### config.mk
export PLATFORM = sky130hd
export DESIGN_NAME = mac_rx_writer
export DESIGN_NICKNAME = d
export VERILOG_FILES = /design/src/logic/rx_dma_pkg.sv /design/src/logic/mac_rx_writer.sv
export VERILOG_INCLUDE_DIRS = /design/src /design/src/logic
export SDC_FILE = /design/constraint.sdc
export NUM_CORES = 1
export LEC_CHECK = 0
export ABC_AREA = 1
export BUFFER_PORTS_ARGS = -buffer_cell sky130_fd_sc_hd__buf_4
export CORE_ASPECT_RATIO = 0.75
export CORE_MARGIN = 3
export CORE_UTILIZATION = 31
export DETAILED_ROUTE_END_ITERATION = 10
export GPL_TIMING_DRIVEN = 0
export RECOVER_POWER = 50
export SLEW_MARGIN = 30
export SYNTH_ARGS = -nofsm -noshare
export SYNTH_HDL_FRONTEND = slang
export SYNTH_SLANG_ARGS = --single-unit
### constraint.sdc
create_clock -name xaui_clk_156_25_out -period 4.05 [get_ports xaui_clk_156_25_out]
set_input_delay 0.405 -clock xaui_clk_156_25_out [delete_from_list [all_inputs] [get_ports xaui_clk_156_25_out]]
set_output_delay 0.405 -clock xaui_clk_156_25_out [all_outputs]
set_load 0.01 [all_outputs]
### src/logic/rx_dma_params.svh
`ifndef RX_DMA_PARAMS_SVH
`define RX_DMA_PARAMS_SVH

// Frame ring geometry
`define RING_DEPTH      512
`define RING_ADDR_W     9
// Address plus one wrap bit, so full and empty differ
`define RING_PTR_W      10

// Receive word
`define QWORD_W         64
`define BYTE_EN_W       8

// Largest chunk offered to the DMA engine
`define MAX_TLP_QWORDS  16
`define QCOUNT_W        5

`endif

### src/logic/rx_dma_pkg.sv
`default_nettype none
`include "rx_dma_params.svh"

package rx_dma_pkg;

    typedef logic [`RING_ADDR_W-1:0] ring_addr_t;   // Ring slot index
    typedef logic [`RING_PTR_W-1:0]  ring_ptr_t;    // Index plus wrap bit
    typedef logic [`QWORD_W-1:0]     qword_t;
    typedef logic [`BYTE_EN_W-1:0]   byte_en_t;     // One bit per valid byte

    // One ring slot, data and its byte mask side by side
    typedef struct packed {
        qword_t   data;
        byte_en_t byte_en;
    } ring_entry_t;

    typedef logic [31:0]             frame_count_t;
    typedef logic [`QCOUNT_W-1:0]    qcount_t;      // Up to 16 qwords

endpackage

`default_nettype wire

### src/logic/mac_rx_writer.sv
`timescale 1ns/1ns
`default_nettype none
`include "rx_dma_params.svh"

module mac_rx_writer (
    input  wire                           xaui_clk_156_25_out,
    input  wire                           reset_n,
    input  wire rx_dma_pkg::qword_t       rx_data,
    input  wire rx_dma_pkg::byte_en_t     rx_data_valid,
    input  wire                           rx_good_frame,
    input  wire                           rx_bad_frame,
    input  wire rx_dma_pkg::ring_ptr_t    commited_rd_address,
    output logic                          wr_en,
    output rx_dma_pkg::ring_addr_t        wr_addr,
    output rx_dma_pkg::ring_entry_t       wr_entry,
    output rx_dma_pkg::ring_ptr_t         commited_wr_address,
    output rx_dma_pkg::frame_count_t      good_frames,
    output rx_dma_pkg::frame_count_t      bad_frames,
    output rx_dma_pkg::frame_count_t      dropped_frames
);
    import rx_dma_pkg::*;

    ring_ptr_t wr_ptr;        // Working pointer, ahead of the committed one
    ring_ptr_t ring_used;
    logic      qword_in;
    logic      ring_full;
    logic      overrun;       // Current frame lost a qword to a full ring
    logic      frame_end;

    // ------------------------------------------------------------------
    // Write port, straight from the MAC
    // ------------------------------------------------------------------
    assign qword_in  = (rx_data_valid != '0);
    assign ring_used = wr_ptr - commited_rd_address;        // Includes uncommitted qwords
    assign ring_full = (ring_used == ring_ptr_t'(`RING_DEPTH));
    assign frame_end = rx_good_frame || rx_bad_frame;

    assign wr_en    = qword_in && !ring_full && !overrun;   // Overrun frame writes no more
    assign wr_addr  = wr_ptr[`RING_ADDR_W-1:0];
    assign wr_entry = '{data: rx_data, byte_en: rx_data_valid};

    // ------------------------------------------------------------------
    // Working and committed pointers
    // ------------------------------------------------------------------
    always_ff @(posedge xaui_clk_156_25_out or negedge reset_n) begin
        if (!reset_n) begin
            wr_ptr              <= '0;
            commited_wr_address <= '0;
            overrun             <= 1'b0;
        end else begin
            if (wr_en) begin
                wr_ptr <= wr_ptr + 1'b1;
            end
            if (qword_in && ring_full) begin
                overrun <= 1'b1;
            end
            if (frame_end) begin
                overrun <= 1'b0;                            // Next frame starts clean
                if (rx_good_frame && !overrun) begin
                    commited_wr_address <= wr_ptr;          // Frame now visible to reader
                end else begin
                    wr_ptr <= commited_wr_address;          // Rewind, discard partial frame
                end
            end
        end
    end

    // ------------------------------------------------------------------
    // Frame counters
    // ------------------------------------------------------------------
    always_ff @(posedge xaui_clk_156_25_out or negedge reset_n) begin
        if (!reset_n) begin
            good_frames    <= '0;
            bad_frames     <= '0;
            dropped_frames <= '0;
        end else if (frame_end) begin
            // A frame that hit the full ring is dropped whatever its status
            if (overrun) begin
                dropped_frames <= dropped_frames + 1'b1;
            end else if (rx_good_frame) begin
                good_frames <= good_frames + 1'b1;
            end else begin
                bad_frames <= bad_frames + 1'b1;
            end
        end
    end

    // ------------------------------------------------------------------
    // Checks
    // ------------------------------------------------------------------
    a_end_exclusive: assert property (@(posedge xaui_clk_156_25_out) disable iff (!reset_n)
        !(rx_good_frame && rx_bad_frame));

    // Reader never passes the committed write pointer, so no write lands on unread data
    a_no_overfill: assert property (@(posedge xaui_clk_156_25_out) disable iff (!reset_n)
        ring_used <= ring_ptr_t'(`RING_DEPTH));

endmodule

`default_nettype wire

After elaboration in Yosys (flattened, before gate mapping)
Cells that the tools add are included.
Word-level totals
  flip-flop bits (word level): 117
  output and inout bits: 188
  bits of input ports: 86
Operators by class
  $add $sub $neg: 5
  muxes and demuxes: 5
  reductions and logical operators: 13
  equality and inequality tests: 1
  bitwise operators: 2
Operators with widths (count)
  $add 32x1->32 const B: 3
  $mux 10: 3
  $add 10x1->10 const B: 1
  $eq 10x10->1 const B: 1
  $sub 10x10->10: 1
  $reduce_bool 8->1: 1
  $reduce_and 3->1: 2
  $logic_and 1x1->1: 4
  $reduce_and 2->1: 2
  $logic_not 1->1: 2
  $mux 1: 2
  $not 1->1: 2
  $reduce_bool 2->1: 1
  $logic_or 1x1->1: 1

Depth between registers and ports, before layout
  word-level depth: 8
  gate-level depth with buffers: 17
  gate-level depth less buffers: 17

Worst setup path after synthesis
No wires, ideal clock.
  path kind: in2out
  start point: input commited_rd_address[4]
  end point: output wr_en
  buffers on the path: 0
  arrival: 1.846 ns
  stages on the path: 12
  setup slack: 1.799 ns
  path through: inv_1 ha_1 a21oi_1 nor2_1 nor2_1 nand2_1 nand2_1 nand2_1 nor2_1 nand3_2 nand3_1 inv_1
Between the ends
  cells in the longest elaborated chain, start to end: 5
Ends and longest elaborated chain
  start, declared: RTL line mac_rx_writer.sv:12  | input wire rx_dma_pkg::ring_ptr_t commited_rd_address,
  $sub 10x10->10: RTL line mac_rx_writer.sv:34  | assign ring_used = wr_ptr - commited_rd_address;
  $eq 10x10->1: RTL line mac_rx_writer.sv:35  | assign ring_full = (ring_used == ring_ptr_t'(`RING_DEPTH));
  $logic_not 1->1: RTL line mac_rx_writer.sv:38  | assign wr_en = qword_in && !ring_full && !overrun;
  $logic_and 1x1->1 (2 in series): RTL line mac_rx_writer.sv:38
  end, declared: RTL line mac_rx_writer.sv:13  | output logic wr_en,
Every way passes these cells.

Worst setup path after layout
  start point: register wr_ptr[4]
  end point: output wr_en
Between the ends
  cells in the longest elaborated chain, start to end: 5
Ends and longest elaborated chain
  start, declared: RTL line mac_rx_writer.sv:23  | ring_ptr_t wr_ptr;
  start signal, assigned: RTL line mac_rx_writer.sv:52  | wr_ptr <= wr_ptr + 1'b1;
  start signal, assigned: RTL line mac_rx_writer.sv:62  | wr_ptr <= commited_wr_address;
  $sub 10x10->10: RTL line mac_rx_writer.sv:34
  $eq 10x10->1: RTL line mac_rx_writer.sv:35
  $logic_not 1->1: RTL line mac_rx_writer.sv:38
  $logic_and 1x1->1 (2 in series): RTL line mac_rx_writer.sv:38
Every way passes these cells.

==> results.md <==
* Violated checks: max-capacitance violations, max-slew violations
* Die Y-Extent at 135.6 um
* Count of boundary I/O pins at about 270
* Hold crit path type: input port to flop
* Die width at 178.8 um
* Final hold vios at 0
* Post-route minimum period at 3185 ps
* Number of diodes at 0
* Worst r2r src: overrun
* # nets final at 1130
* Share of layout cells above drive strength 1 at 26.63%
* CTS HTree Levels at 4
* Drt initial violations at 397
* Largest net degree at the start of global routing at 84
* Status: finished, violations left
* Peak VDD IR at about 240 uV
* CP Max Fanout at 8
* Setup crit end kind: output pin
* Clock buffer count from CTS at 17
* Number of setup buffers added after CTS at 0
* Required @ worst endpoint at 3640 ps
* Max-slew violation count at 35
* Yosys reg bits at between 100 and 150
* Post-synthesis average cell area at 8.665 um2
* RSZ-0062 raised after global routing: no
* Hold Slack at 394.3 ps
* Fin util at 42.23%
* Worst-Margin Slew at between 2000 and 2500 ps
* Detail Route Antenna Nets at 0
* Clk sinks at 117
* Post-synthesis sequential area ratio at 42.18%
* Critical Path Start Type: flop
* Setup Skew at 12.44 ps
* CTS Buffer Depth at 2
* Leakage at 4.811 nW
* Area grow syn2layout at 31.33%
* Fin crit share at 78.63%
* Gpl congestion at around 0.84
* Final Total Pwr at 4.009 mW
* TritonRoute pass-1 iters at 5
* Netlist cell types at 35
* Clk slew on worst S/H paths at 60 ps
* DP Area at 0.008905 mm2
* Die area at 0.02424 mm2
* Setup CP Type: flop to output pin
* Dpl hpwl at 14320 um
* Ys async rst share at 100.0%
* Starting density of the core at between 30% and 40%
* Hold Crit Start: rx_bad_frame
* Hold Path Depth at 3
* Port Buffers at 209
* Setup tns final at 0 ps
* Drt wl/cell at 13.64 um
* Vias in the first global route at between 5k and 6k
* Commonest cells after routing, fill and taps aside: buf_4 (214), nand2_1 (154), dfrtp_1 (117), inv_1 (98), clkbuf_1 (83)
* Number of enable flip-flop cells after synthesis at 0
* Via Count at 5868
* Main synth FF type: dfrtp_1
* Remaining DRCs at 0
* GR Overflow Total at 0
* Fmax at ~310 MHz
* Synthesis warning total at 0
* RR Endpoint: good_frames[25]
* Resize count post-CTS at 0
* Core footprint at approximately 0.022 mm2
* Worst reg2reg setup slack at 1260 ps
* Worst slew margin at -40.26%
* Worst min-delay path endpoint: bad_frames[0]
* Hold_buf cts at 1
* Clock tree from TritonCTS: built
* First-pass GRT wire length at between 20000 and 30000 um
* Commonest non-fill, non-tap cell in the layout: buf_4
* Clock latency on the worst-skew pair at roughly 420 ps
* Max cap viols at 1
* Worst R2R Path Depth at 8
* Initial antenna violation count at 0
* Clock root buffer: clkbuf_16
* Synth Cell Area at 0.006940 mm2
* Drt via density at 4.405
* Gate Count Post-Synth at 801
* Syn_nets at 900
* Num rows at 46
* Fin area at 0.009115 mm2
* Tot GR Track Use at 14.89%
* DRT Wirelength at around 18000 um
* Total power per unit cell area at 439.8 mW/mm2
* WP data arrival at 2780 ps
* Final setup viols at 0
==> cell usage after synthesis (11+ instances only) <==
cell     count  area share (%)
o21ai_0     11            0.79
nor3_1      29             2.1
nand3_1     58             4.2
buf_4       81             8.8
ha_1        13             2.3
xor2_1      68             8.6
nor2_1      48             2.6
nand2_1    153             8.3
dfrtp_1    117              42
xnor2_1     28             3.5
nor4_1      12             1.1
nand4_1     28             2.5
inv_1       96             5.2
==> sequential cells by signal, summed over array words and instances, names as in the netlist <==
signal,cells
overrun,1
commited_wr_address,10
wr_ptr,10
dropped_frames,32
good_frames,32
bad_frames,32
==> worst max-delay path by stage <==
stage                                 startpoint    end  slack, ps  cells past startpoint
after floorplan           commited_rd_address[4]  wr_en       1800                     12
after global placement    commited_rd_address[4]  wr_en       1310                     14
after detailed placement  commited_rd_address[4]  wr_en       1250                     14
after CTS                              wr_ptr[4]  wr_en        850                     12
after global routing                   wr_ptr[4]  wr_en        640                     12
final                                  wr_ptr[4]  wr_en        870                     12
==> layer usage <==
metal	global-route usage (%)	share of wire [%]
met2	21.78	44
met1	21.72	49
met5	0	0
met3	4.510	6.7
met4	2.984	0.63
==> report_power, final <==
group	leakage, nW	switching, mW	internal (mW)
combinational	3.06	0.554	0.488
clock	0.273	0.581	0.911
sequential	1.48	0.174	1.30
total	4.81	1.31	2.70
==> kinds of logic (layout without fill, tap and decap cells) <==
family / Yosys count / in the layout / share of synthesized area [%]
AO/OA/AOI/OAI: 17 / 17 / 1.262
buffers and inverters: 190 / 433 / 14.85
adder cells (fa/ha/maj): 13 / 13 / 2.344
AND/OR/NAND/NOR: 368 / 368 / 27.24
XOR/XNOR: 96 / 96 / 12.11
flip-flops: 117 / 117 / 42.18
==> through the flow <==
stage / instances / worst slack [ps]
2_1_floorplan: 801 / 1799
3_3_place_gp: 1298 / 1313
3_5_place_dp: 1299 / 1255
4_1_cts: 1332 / 852.1
5_1_grt: 1332 / 641.7
6_report: 1332 / 865.5
==> layout make-up <==
class / count / area, um2
plain buffers: 88 / 635.6
clock buffers: 18 / 429.2
clock inverters: 14 / 152.6
fillers: 2244 / 12470
inverters: 102 / 384.1
multi-input cells: 494 / 2904
flip-flops and latches: 117 / 2928
well taps: 288 / 360.3
repair buffers: 211 / 1321
==> critical path: stages (launching register included) <==
cell and delay (ps):
dfrtp_1 450, ha_1 360, a21oi_1 300, nor2_1 110, nor2_1 150, nand2_1 70, nand2_1 50, nand2_1 50
nor2_1 170, nand3_2 200, nand3_1 240, inv_1 70, buf_4 140
(Power assumes the default switching activity.)
