==> src/logic/rx_dma_params.svh <==
`ifndef RX_DMA_PARAMS_SVH
`define RX_DMA_PARAMS_SVH

// Frame ring geometry
`define RING_DEPTH      512
`define RING_ADDR_W     9
// Address plus one wrap bit, so full and empty differ
`define RING_PTR_W      10

// Receive word
`define QWORD_W         64
`define BYTE_EN_W       8

// Largest chunk offered to the DMA engine
`define MAX_TLP_QWORDS  16
`define QCOUNT_W        5

`endif

==> src/logic/rx_dma_pkg.sv <==
`default_nettype none
`include "rx_dma_params.svh"

package rx_dma_pkg;

    typedef logic [`RING_ADDR_W-1:0] ring_addr_t;   // Ring slot index
    typedef logic [`RING_PTR_W-1:0]  ring_ptr_t;    // Index plus wrap bit
    typedef logic [`QWORD_W-1:0]     qword_t;
    typedef logic [`BYTE_EN_W-1:0]   byte_en_t;     // One bit per valid byte

    // One ring slot, data and its byte mask side by side
    typedef struct packed {
        qword_t   data;
        byte_en_t byte_en;
    } ring_entry_t;

    typedef logic [31:0]             frame_count_t;
    typedef logic [`QCOUNT_W-1:0]    qcount_t;      // Up to 16 qwords

endpackage

`default_nettype wire

==> src/logic/tlp_trigger.sv <==
`timescale 1ns/1ns
`default_nettype none
`include "rx_dma_params.svh"

module tlp_trigger (
    input  wire                           xaui_clk_156_25_out,
    input  wire                           reset_n,
    input  wire rx_dma_pkg::ring_ptr_t    commited_wr_address,
    input  wire                           trigger_tlp_ack,
    input  wire rx_dma_pkg::ring_entry_t  rd_entry,
    output logic                          trigger_tlp,
    output rx_dma_pkg::qcount_t           qwords_to_send,
    output rx_dma_pkg::ring_ptr_t         commited_rd_address,
    output rx_dma_pkg::ring_addr_t        rd_addr,
    output rx_dma_pkg::qword_t            tlp_qword,
    output rx_dma_pkg::byte_en_t          tlp_byte_en,
    output logic                          tlp_qword_valid,
    output logic                          tlp_last
);
    import rx_dma_pkg::*;

    ring_ptr_t avail;         // Committed qwords not yet sent
    qcount_t   next_chunk;
    ring_ptr_t rd_ptr;        // Walks through the current chunk
    qcount_t   chunk_len;     // Length latched on the acknowledge
    qcount_t   issue_left;
    logic      issuing;
    logic      issue_last;

    assign avail      = commited_wr_address - commited_rd_address;
    assign next_chunk = (avail > ring_ptr_t'(`MAX_TLP_QWORDS)) ?
                        qcount_t'(`MAX_TLP_QWORDS) : avail[`QCOUNT_W-1:0];
    assign issue_last = issuing && (issue_left == qcount_t'(1));

    assign rd_addr     = rd_ptr[`RING_ADDR_W-1:0];
    assign tlp_qword   = rd_entry.data;                     // Valid with tlp_qword_valid
    assign tlp_byte_en = rd_entry.byte_en;

    // ------------------------------------------------------------------
    // Chunk offer to the DMA engine
    // ------------------------------------------------------------------
    always_ff @(posedge xaui_clk_156_25_out or negedge reset_n) begin
        if (!reset_n) begin
            trigger_tlp    <= 1'b0;
            qwords_to_send <= '0;
            chunk_len      <= '0;
        end else if (trigger_tlp) begin
            if (trigger_tlp_ack) begin
                trigger_tlp <= 1'b0;
                chunk_len   <= qwords_to_send;
            end
        end else if (!issuing && (avail != '0)) begin
            trigger_tlp    <= 1'b1;
            qwords_to_send <= next_chunk;                   // Held until acknowledged
        end
    end

    // ------------------------------------------------------------------
    // Ring read sequencing
    // ------------------------------------------------------------------
    always_ff @(posedge xaui_clk_156_25_out or negedge reset_n) begin
        if (!reset_n) begin
            issuing             <= 1'b0;
            issue_left          <= '0;
            rd_ptr              <= '0;
            commited_rd_address <= '0;
        end else if (trigger_tlp && trigger_tlp_ack) begin
            issuing    <= 1'b1;
            issue_left <= qwords_to_send;
            rd_ptr     <= commited_rd_address;
        end else if (issuing) begin
            rd_ptr     <= rd_ptr + 1'b1;
            issue_left <= issue_left - 1'b1;
            if (issue_last) begin
                issuing             <= 1'b0;
                commited_rd_address <= commited_rd_address + ring_ptr_t'(chunk_len);
            end
        end
    end

    // Strobes delayed one cycle to line up with the RAM output
    always_ff @(posedge xaui_clk_156_25_out or negedge reset_n) begin
        if (!reset_n) begin
            tlp_qword_valid <= 1'b0;
            tlp_last        <= 1'b0;
        end else begin
            tlp_qword_valid <= issuing;
            tlp_last        <= issue_last;
        end
    end

    // ------------------------------------------------------------------
    // Checks
    // ------------------------------------------------------------------
    a_ack_needs_trigger: assert property (@(posedge xaui_clk_156_25_out) disable iff (!reset_n)
        trigger_tlp_ack |-> trigger_tlp);

    // Offered chunk stays within the committed data
    a_chunk_len_range: assert property (@(posedge xaui_clk_156_25_out) disable iff (!reset_n)
        trigger_tlp |-> (qwords_to_send != '0) &&
                        (qwords_to_send <= qcount_t'(`MAX_TLP_QWORDS)) &&
                        (ring_ptr_t'(qwords_to_send) <= avail));

endmodule

`default_nettype wire

==> config.mk <==
export PLATFORM = sky130hd
export DESIGN_NAME = tlp_trigger
export DESIGN_NICKNAME = d
export VERILOG_FILES = /design/src/logic/rx_dma_pkg.sv /design/src/logic/tlp_trigger.sv
export VERILOG_INCLUDE_DIRS = /design/src /design/src/logic
export SDC_FILE = /design/constraint.sdc
export NUM_CORES = 1
export LEC_CHECK = 0
export ABC_CLOCK_PERIOD_IN_PS = 2600
export BUFFER_PORTS_ARGS = -buffer_cell sky130_fd_sc_hd__buf_2
export CAP_MARGIN = 20
export CORE_UTILIZATION = 30
export CTS_CLUSTER_SIZE = 14
export DETAILED_ROUTE_END_ITERATION = 12
export PLACE_DENSITY = 0.72
export SETUP_SLACK_MARGIN = 0.15
export SKIP_LAST_GASP = 1
export SLEW_MARGIN = 20
export SYNTH_ARGS = -nofsm -noshare
export SYNTH_HDL_FRONTEND = slang
export SYNTH_SLANG_ARGS = --single-unit
==> constraint.sdc <==
create_clock -name xaui_clk_156_25_out -period 2.6 [get_ports xaui_clk_156_25_out]
set_input_delay 0.13 -clock xaui_clk_156_25_out [delete_from_list [all_inputs] [get_ports xaui_clk_156_25_out]]
set_output_delay 0.13 -clock xaui_clk_156_25_out [all_outputs]
set_load 0.005 [all_outputs]
-- After elaboration in Yosys (flattened, before gate mapping)
Cells that the tools add are included.
- bits in registers: 39
- bits of input ports: 85
- output and inout port bits: 99
- logic and storage cells: 37
- add/sub/neg operators: 4
- magnitude comparators: 1
- eq/ne operators: 1
- muxes and demuxes: 11
- bitwise operators: 2
- reductions and logical operators: 9
- operators with widths (operator ; number):
    $mux 10 ; 2
    $mux 5 ; 3
    $add 10x1->10 const B ; 1
    $add 10x5->10 ; 1
    $gt 10x5->1 const B ; 1
    $reduce_bool 10->1 ; 1
    $sub 10x10->10 ; 1
    $mux 1 ; 6
    $eq 5x1->1 const B ; 1
    $sub 5x1->5 const B ; 1
    $reduce_and 2->1 ; 2
    $logic_and 1x1->1 ; 3
    $reduce_and 3->1 ; 1
    $not 1->1 ; 2
    $reduce_bool 2->1 ; 1
    $logic_not 1->1 ; 1

-- Longest topological paths before layout
- word-level depth: 5
- depth in mapped cells: 11
- mapped depth without buffers: 11

-- Worst setup path after synthesis
Ideal clock, no wire load.
- kind: register -> register
- from: register commited_rd_address[0]
- to: register qwords_to_send[0]
- library setup time: 67 ps
- arrival time: 2418 ps
- required time: 2533 ps
- slack: 115 ps
- cell stages (with the launch flop): 11
- buffers on the path: 0
- clock period less this slack: 2485 ps
- path through: dfrtp_1 ha_1 inv_1 fa_1 a211oi_4 nor2_1 or3_1 o21ai_1 or2_2 mux2i_1 a32o_1
- word-level cells in the longest chain between the ends: 4
- elaborated cells on any way between the ends: 6
- classes of those cells: 1 x add/sub; 1 x order compare; 1 x mux; 3 x reduce/logical
- RTL lines (what ; line ; text):
    start, declared ; tlp_trigger.sv:13 ; output rx_dma_pkg::ring_ptr_t commited_rd_address,
    start signal, assigned ; tlp_trigger.sv:76 ; commited_rd_address <= commited_rd_address + ring_ptr_t'(chunk_len);
    $sub 10x10->10 (*) ; tlp_trigger.sv:30 ; assign avail = commited_wr_address - commited_rd_address;
    branches (longest 3 deep; another with $gt 10x5->1) ; -- ;
    end signal, assigned ; tlp_trigger.sv:54 ; qwords_to_send <= next_chunk;
    end, declared ; tlp_trigger.sv:12 ; output rx_dma_pkg::qcount_t qwords_to_send,
Every way passes the cells marked *.
A chain may end at the register's enable or synchronous reset.

-- Worst setup path in the final report
- from: register commited_rd_address[0]
- to: register qwords_to_send[2]
Same word-level chain as after synthesis.

==> summary.md <==
| Metric | Value |
|---|---|
| Status | completed |
| Drt total wl | around 6.1 mm |
| First-pass GRT wire length | 9.89 mm |
| Synth warn | 0 |
| Critical path class | register to register |
| Starting density of the core | 30.8% |
| Hold depth | 2 |
| Worst-case reg-to-reg path depth | 11 |
| Final net count | 419 |
| Synth Net Count | 445 |
| Clk pwr share | 19.2% |
| Netlist cell types | 54 |
| Tightest Pin Transition | 0.827 ns |
| Worst reg2reg setup slack | 0.18 ns |
| NetSw | 1040 uW |
| Core ar. | 0.00973 sq mm |
| Max rail drop VDD | 0.254 mV |
| Clock skew | approximately 0.009 ns |
| Hold/Removal Path Class | input pin to register |
| Setup TNS | 0 ns |
| Syn avg cell area | 8.80 sq um |
| Sequential Area | 953 sq um |
| Clk root buf | clkbuf_8 |
| Commonest non-fill, non-tap cell in the layout | nand2_1 |
| Pins Over Slew Limit | 0 |
| HPWL after DPL | 4.57 mm |
| # clock sinks | 38 |
| Dominant synthesized flop cell | dfrtp_1 |
| Internal power | 1620 uW |
| Layout fillers | 1031 |
| Die Ht | 102 um |
| Combinational power share | 45.5% |
| Number of global-route vias before repair | 2109 |
| Tot Pwr | 2660 uW |
| Die width | 102 um |
| Final design utilization | 30.9% |
| Total global-route track usage | 12.2% |
| Wire length per cell | 13.6 um |
| Initial antenna violation count | 0 |
| Overflow after GRT | 0 |
| Final setup viols | 0 |
| Fin crit share | 93.2% |
| Fmax | 412 MHz |
| FFs w/ async S/R, synth | 100% |
| Area growth from synthesis to layout | 0.125% |
| Switching share of total power | between 30% and 40% |
| Hold EP | trigger_tlp |
| Power Density | 886 mW/mm^2 |
| Inserted Clock Buffers | 5 |
| N_diodes | 0 |
| Max-slew headroom | 44.9% |
| FF-to-FF End | qwords_to_send[2] |
| Max Cap Viol | 0 |
| CP Capture Type | register |
| Worst r2r src | commited_rd_address[0] |
| H-tree levels | 2 |
| CTS tree | done |
| Longest Clk Path Bufs | 2 |
| Final Hold Fails | 0 |
| Post-synthesis register bit count | 38 |
| Crit start category | register |
| Share of layout cells above drive strength 1 | 24.8% |
| Crit-path max FO | 5 |
| RSZ-0062 raised after global routing | yes |
| Largest net degree at the start of global routing | 39 |
| WHS | just over 0.04 ns |
| Area of the multi-input gates | between 0.001 and 0.0015 sq mm |
| # DRC | 0 |
| Post-synth EDFFs | 0 |
| Boundary pin count | 184 |
| Pre-antenna DRT Iters | 4 |
| DIE AREA | 0.0104 sq mm |
| Seq pwr share | a little over a third |
| # rows | 36 |
| Routed vias | 2089 |
| Most frequent cells in the layout | nand2_1, buf_2, dfrtp_1, o21ai_0, inv_1 |
| Sequential fraction of the synthesis area | 31.7% |
| CP Data Arrival Time | 2.66 ns |
| Routability cong. | 0.862 |
| Initial drt markers | 84 |
| Via-to-Cell Ratio | 4.66 |
| Final ANT Viol Nets | 0 |
| CTS clock-pin slew for the worst setup and hold paths | 0.08 ns |
| Clock Latency Late Sink | 0.30 ns |
| Final min period | about 2.4 ns |
| Hold wc startpoint | trigger_tlp_ack |
| Netlist area before placement | 0.00300 sq mm |
| Mapped Cells | 341 |
| Req. time, crit path | about 2.8 ns |
| PortBufs | 39 |
| Pleak | 0.00134 uW |
[power groups by stage]
| stage | Sequential, uW | Combinational (uW) | Clock (uW) |
|---|---|---|---|
| 2_1_floorplan | 928 | 899 | 0 |
| 4_1_cts | 937 | 1150 | 521 |
| 5_1_grt | 968 | 1360 | 549 |
| 6_report | 939 | 1210 | 511 |
| 3_3_place_gp | 940 | 1080 | 0 |
| 3_5_place_dp | 948 | 1120 | 0 |
[synth_stat cells (2+ instances only)]
library cell / number / share of area [%]
a21o_1: 3 / 0.75
a32o_1: 3 / 1.0
nor3_1: 5 / 0.83
a21oi_2: 3 / 0.88
nor2b_1: 2 / 0.42
nand3_1: 7 / 1.2
o21ai_0: 23 / 3.8
nand4_1: 4 / 0.83
and2_1: 4 / 0.83
a21oi_1: 10 / 1.7
fa_1: 2 / 1.3
xnor2_1: 13 / 3.8
nand2b_1: 4 / 0.83
a21o_2: 2 / 0.58
inv_1: 18 / 2.3
nor2_1: 15 / 1.9
ha_1: 17 / 7.1
clkbuf_1: 4 / 0.50
nand2_1: 43 / 5.4
o21ai_1: 3 / 0.50
mux2i_1: 3 / 1.0
buf_4: 72 / 18
xor2_1: 12 / 3.5
dfrtp_1: 38 / 32
and3_2: 2 / 0.50
[worst max-delay path by stage]
stage | from | endpoint | slack (ns) | cells past startpoint
floorplan | commited_rd_address[0] | qwords_to_send[0] | 0.15 | 10
detailed placement | commited_rd_address[0] | qwords_to_send[2] | 0.03 | 10
global route | commited_rd_address[0] | qwords_to_send[2] | 0.05 | 11
global placement | commited_rd_address[0] | qwords_to_send[0] | 0.13 | 10
finish | commited_rd_address[0] | qwords_to_send[2] | 0.18 | 11
CTS | commited_rd_address[0] | qwords_to_send[2] | 0.10 | 11
[layout make-up]
| cell class | instances | share of cell area (%) |
|---|---|---|
| Clock inverter | 1 | 1.00 |
| Tap cell | 133 | 5.54 |
| Clock buffer | 6 | 2.75 |
| Inverter | 18 | 2.25 |
| Timing Repair Buffer | 47 | 8.71 |
| Sequential cell | 38 | 31.7 |
| Multi-Input combinational cell | 205 | 48.0 |
[sequential cells by signal, indices dropped and copies added (netlist names)]
| name | cells |
|---|---|
| commited_rd_address | 10 |
| rd_ptr | 9 |
| chunk_len | 5 |
| issue_left | 5 |
| qwords_to_send | 5 |
| issuing | 1 |
| tlp_last | 1 |
| tlp_qword_valid | 1 |
| trigger_tlp | 1 |
[cell families after synthesis]
group	synth area share (%)
multiplexers	1.38
flip-flops	31.7
XOR/XNOR	7.30
adder cells (fa/ha/maj)	8.43
AND/OR/NAND/NOR	15.6
AO/OA/AOI/OAI	13.6
buffers and inverters	21.9
[through the flow]
step	area, sq um	setup slack [ns]	std cells
2_1_floorplan	3000	0.151	341
3_3_place_gp	2800	0.132	437
3_5_place_dp	2800	0.0260	437
4_1_cts	2950	0.102	448
5_1_grt	3000	0.0460	448
6_report	3000	0.176	448
[routing by layer]
metal	global-route usage (%)	up-vias	share of wire, %
met4	7.14	0	3.7
li1	-	1013	-
met3	2.46	27	5.8
met5	0	-	0
met2	20.8	67	48
met1	14.3	982	43
[worst max-delay path, stage by stage (launching register included)]
cell	delay [ns]
dfrtp_1	0.36
ha_2	0.18
inv_2	0.04
fa_2	0.36
a211oi_4	0.28
buf_6	0.15
o21bai_4	0.06
a21oi_2	0.15
xnor2_1	0.07
a211o_1	0.29
nor3_4	0.21
a32o_1	0.20
[repair_timing]
item                                    CTS  global route
cloned                                    0             0
pin swaps                                 3             5
hold buffers                              1             0
buffers inserted                          3             0
gates resized for setup                   2            12
hold endpoints to repair                 38             0
endpoints found under the setup margin    5             6
Note: power is estimated with default switching activity, not from simulation.
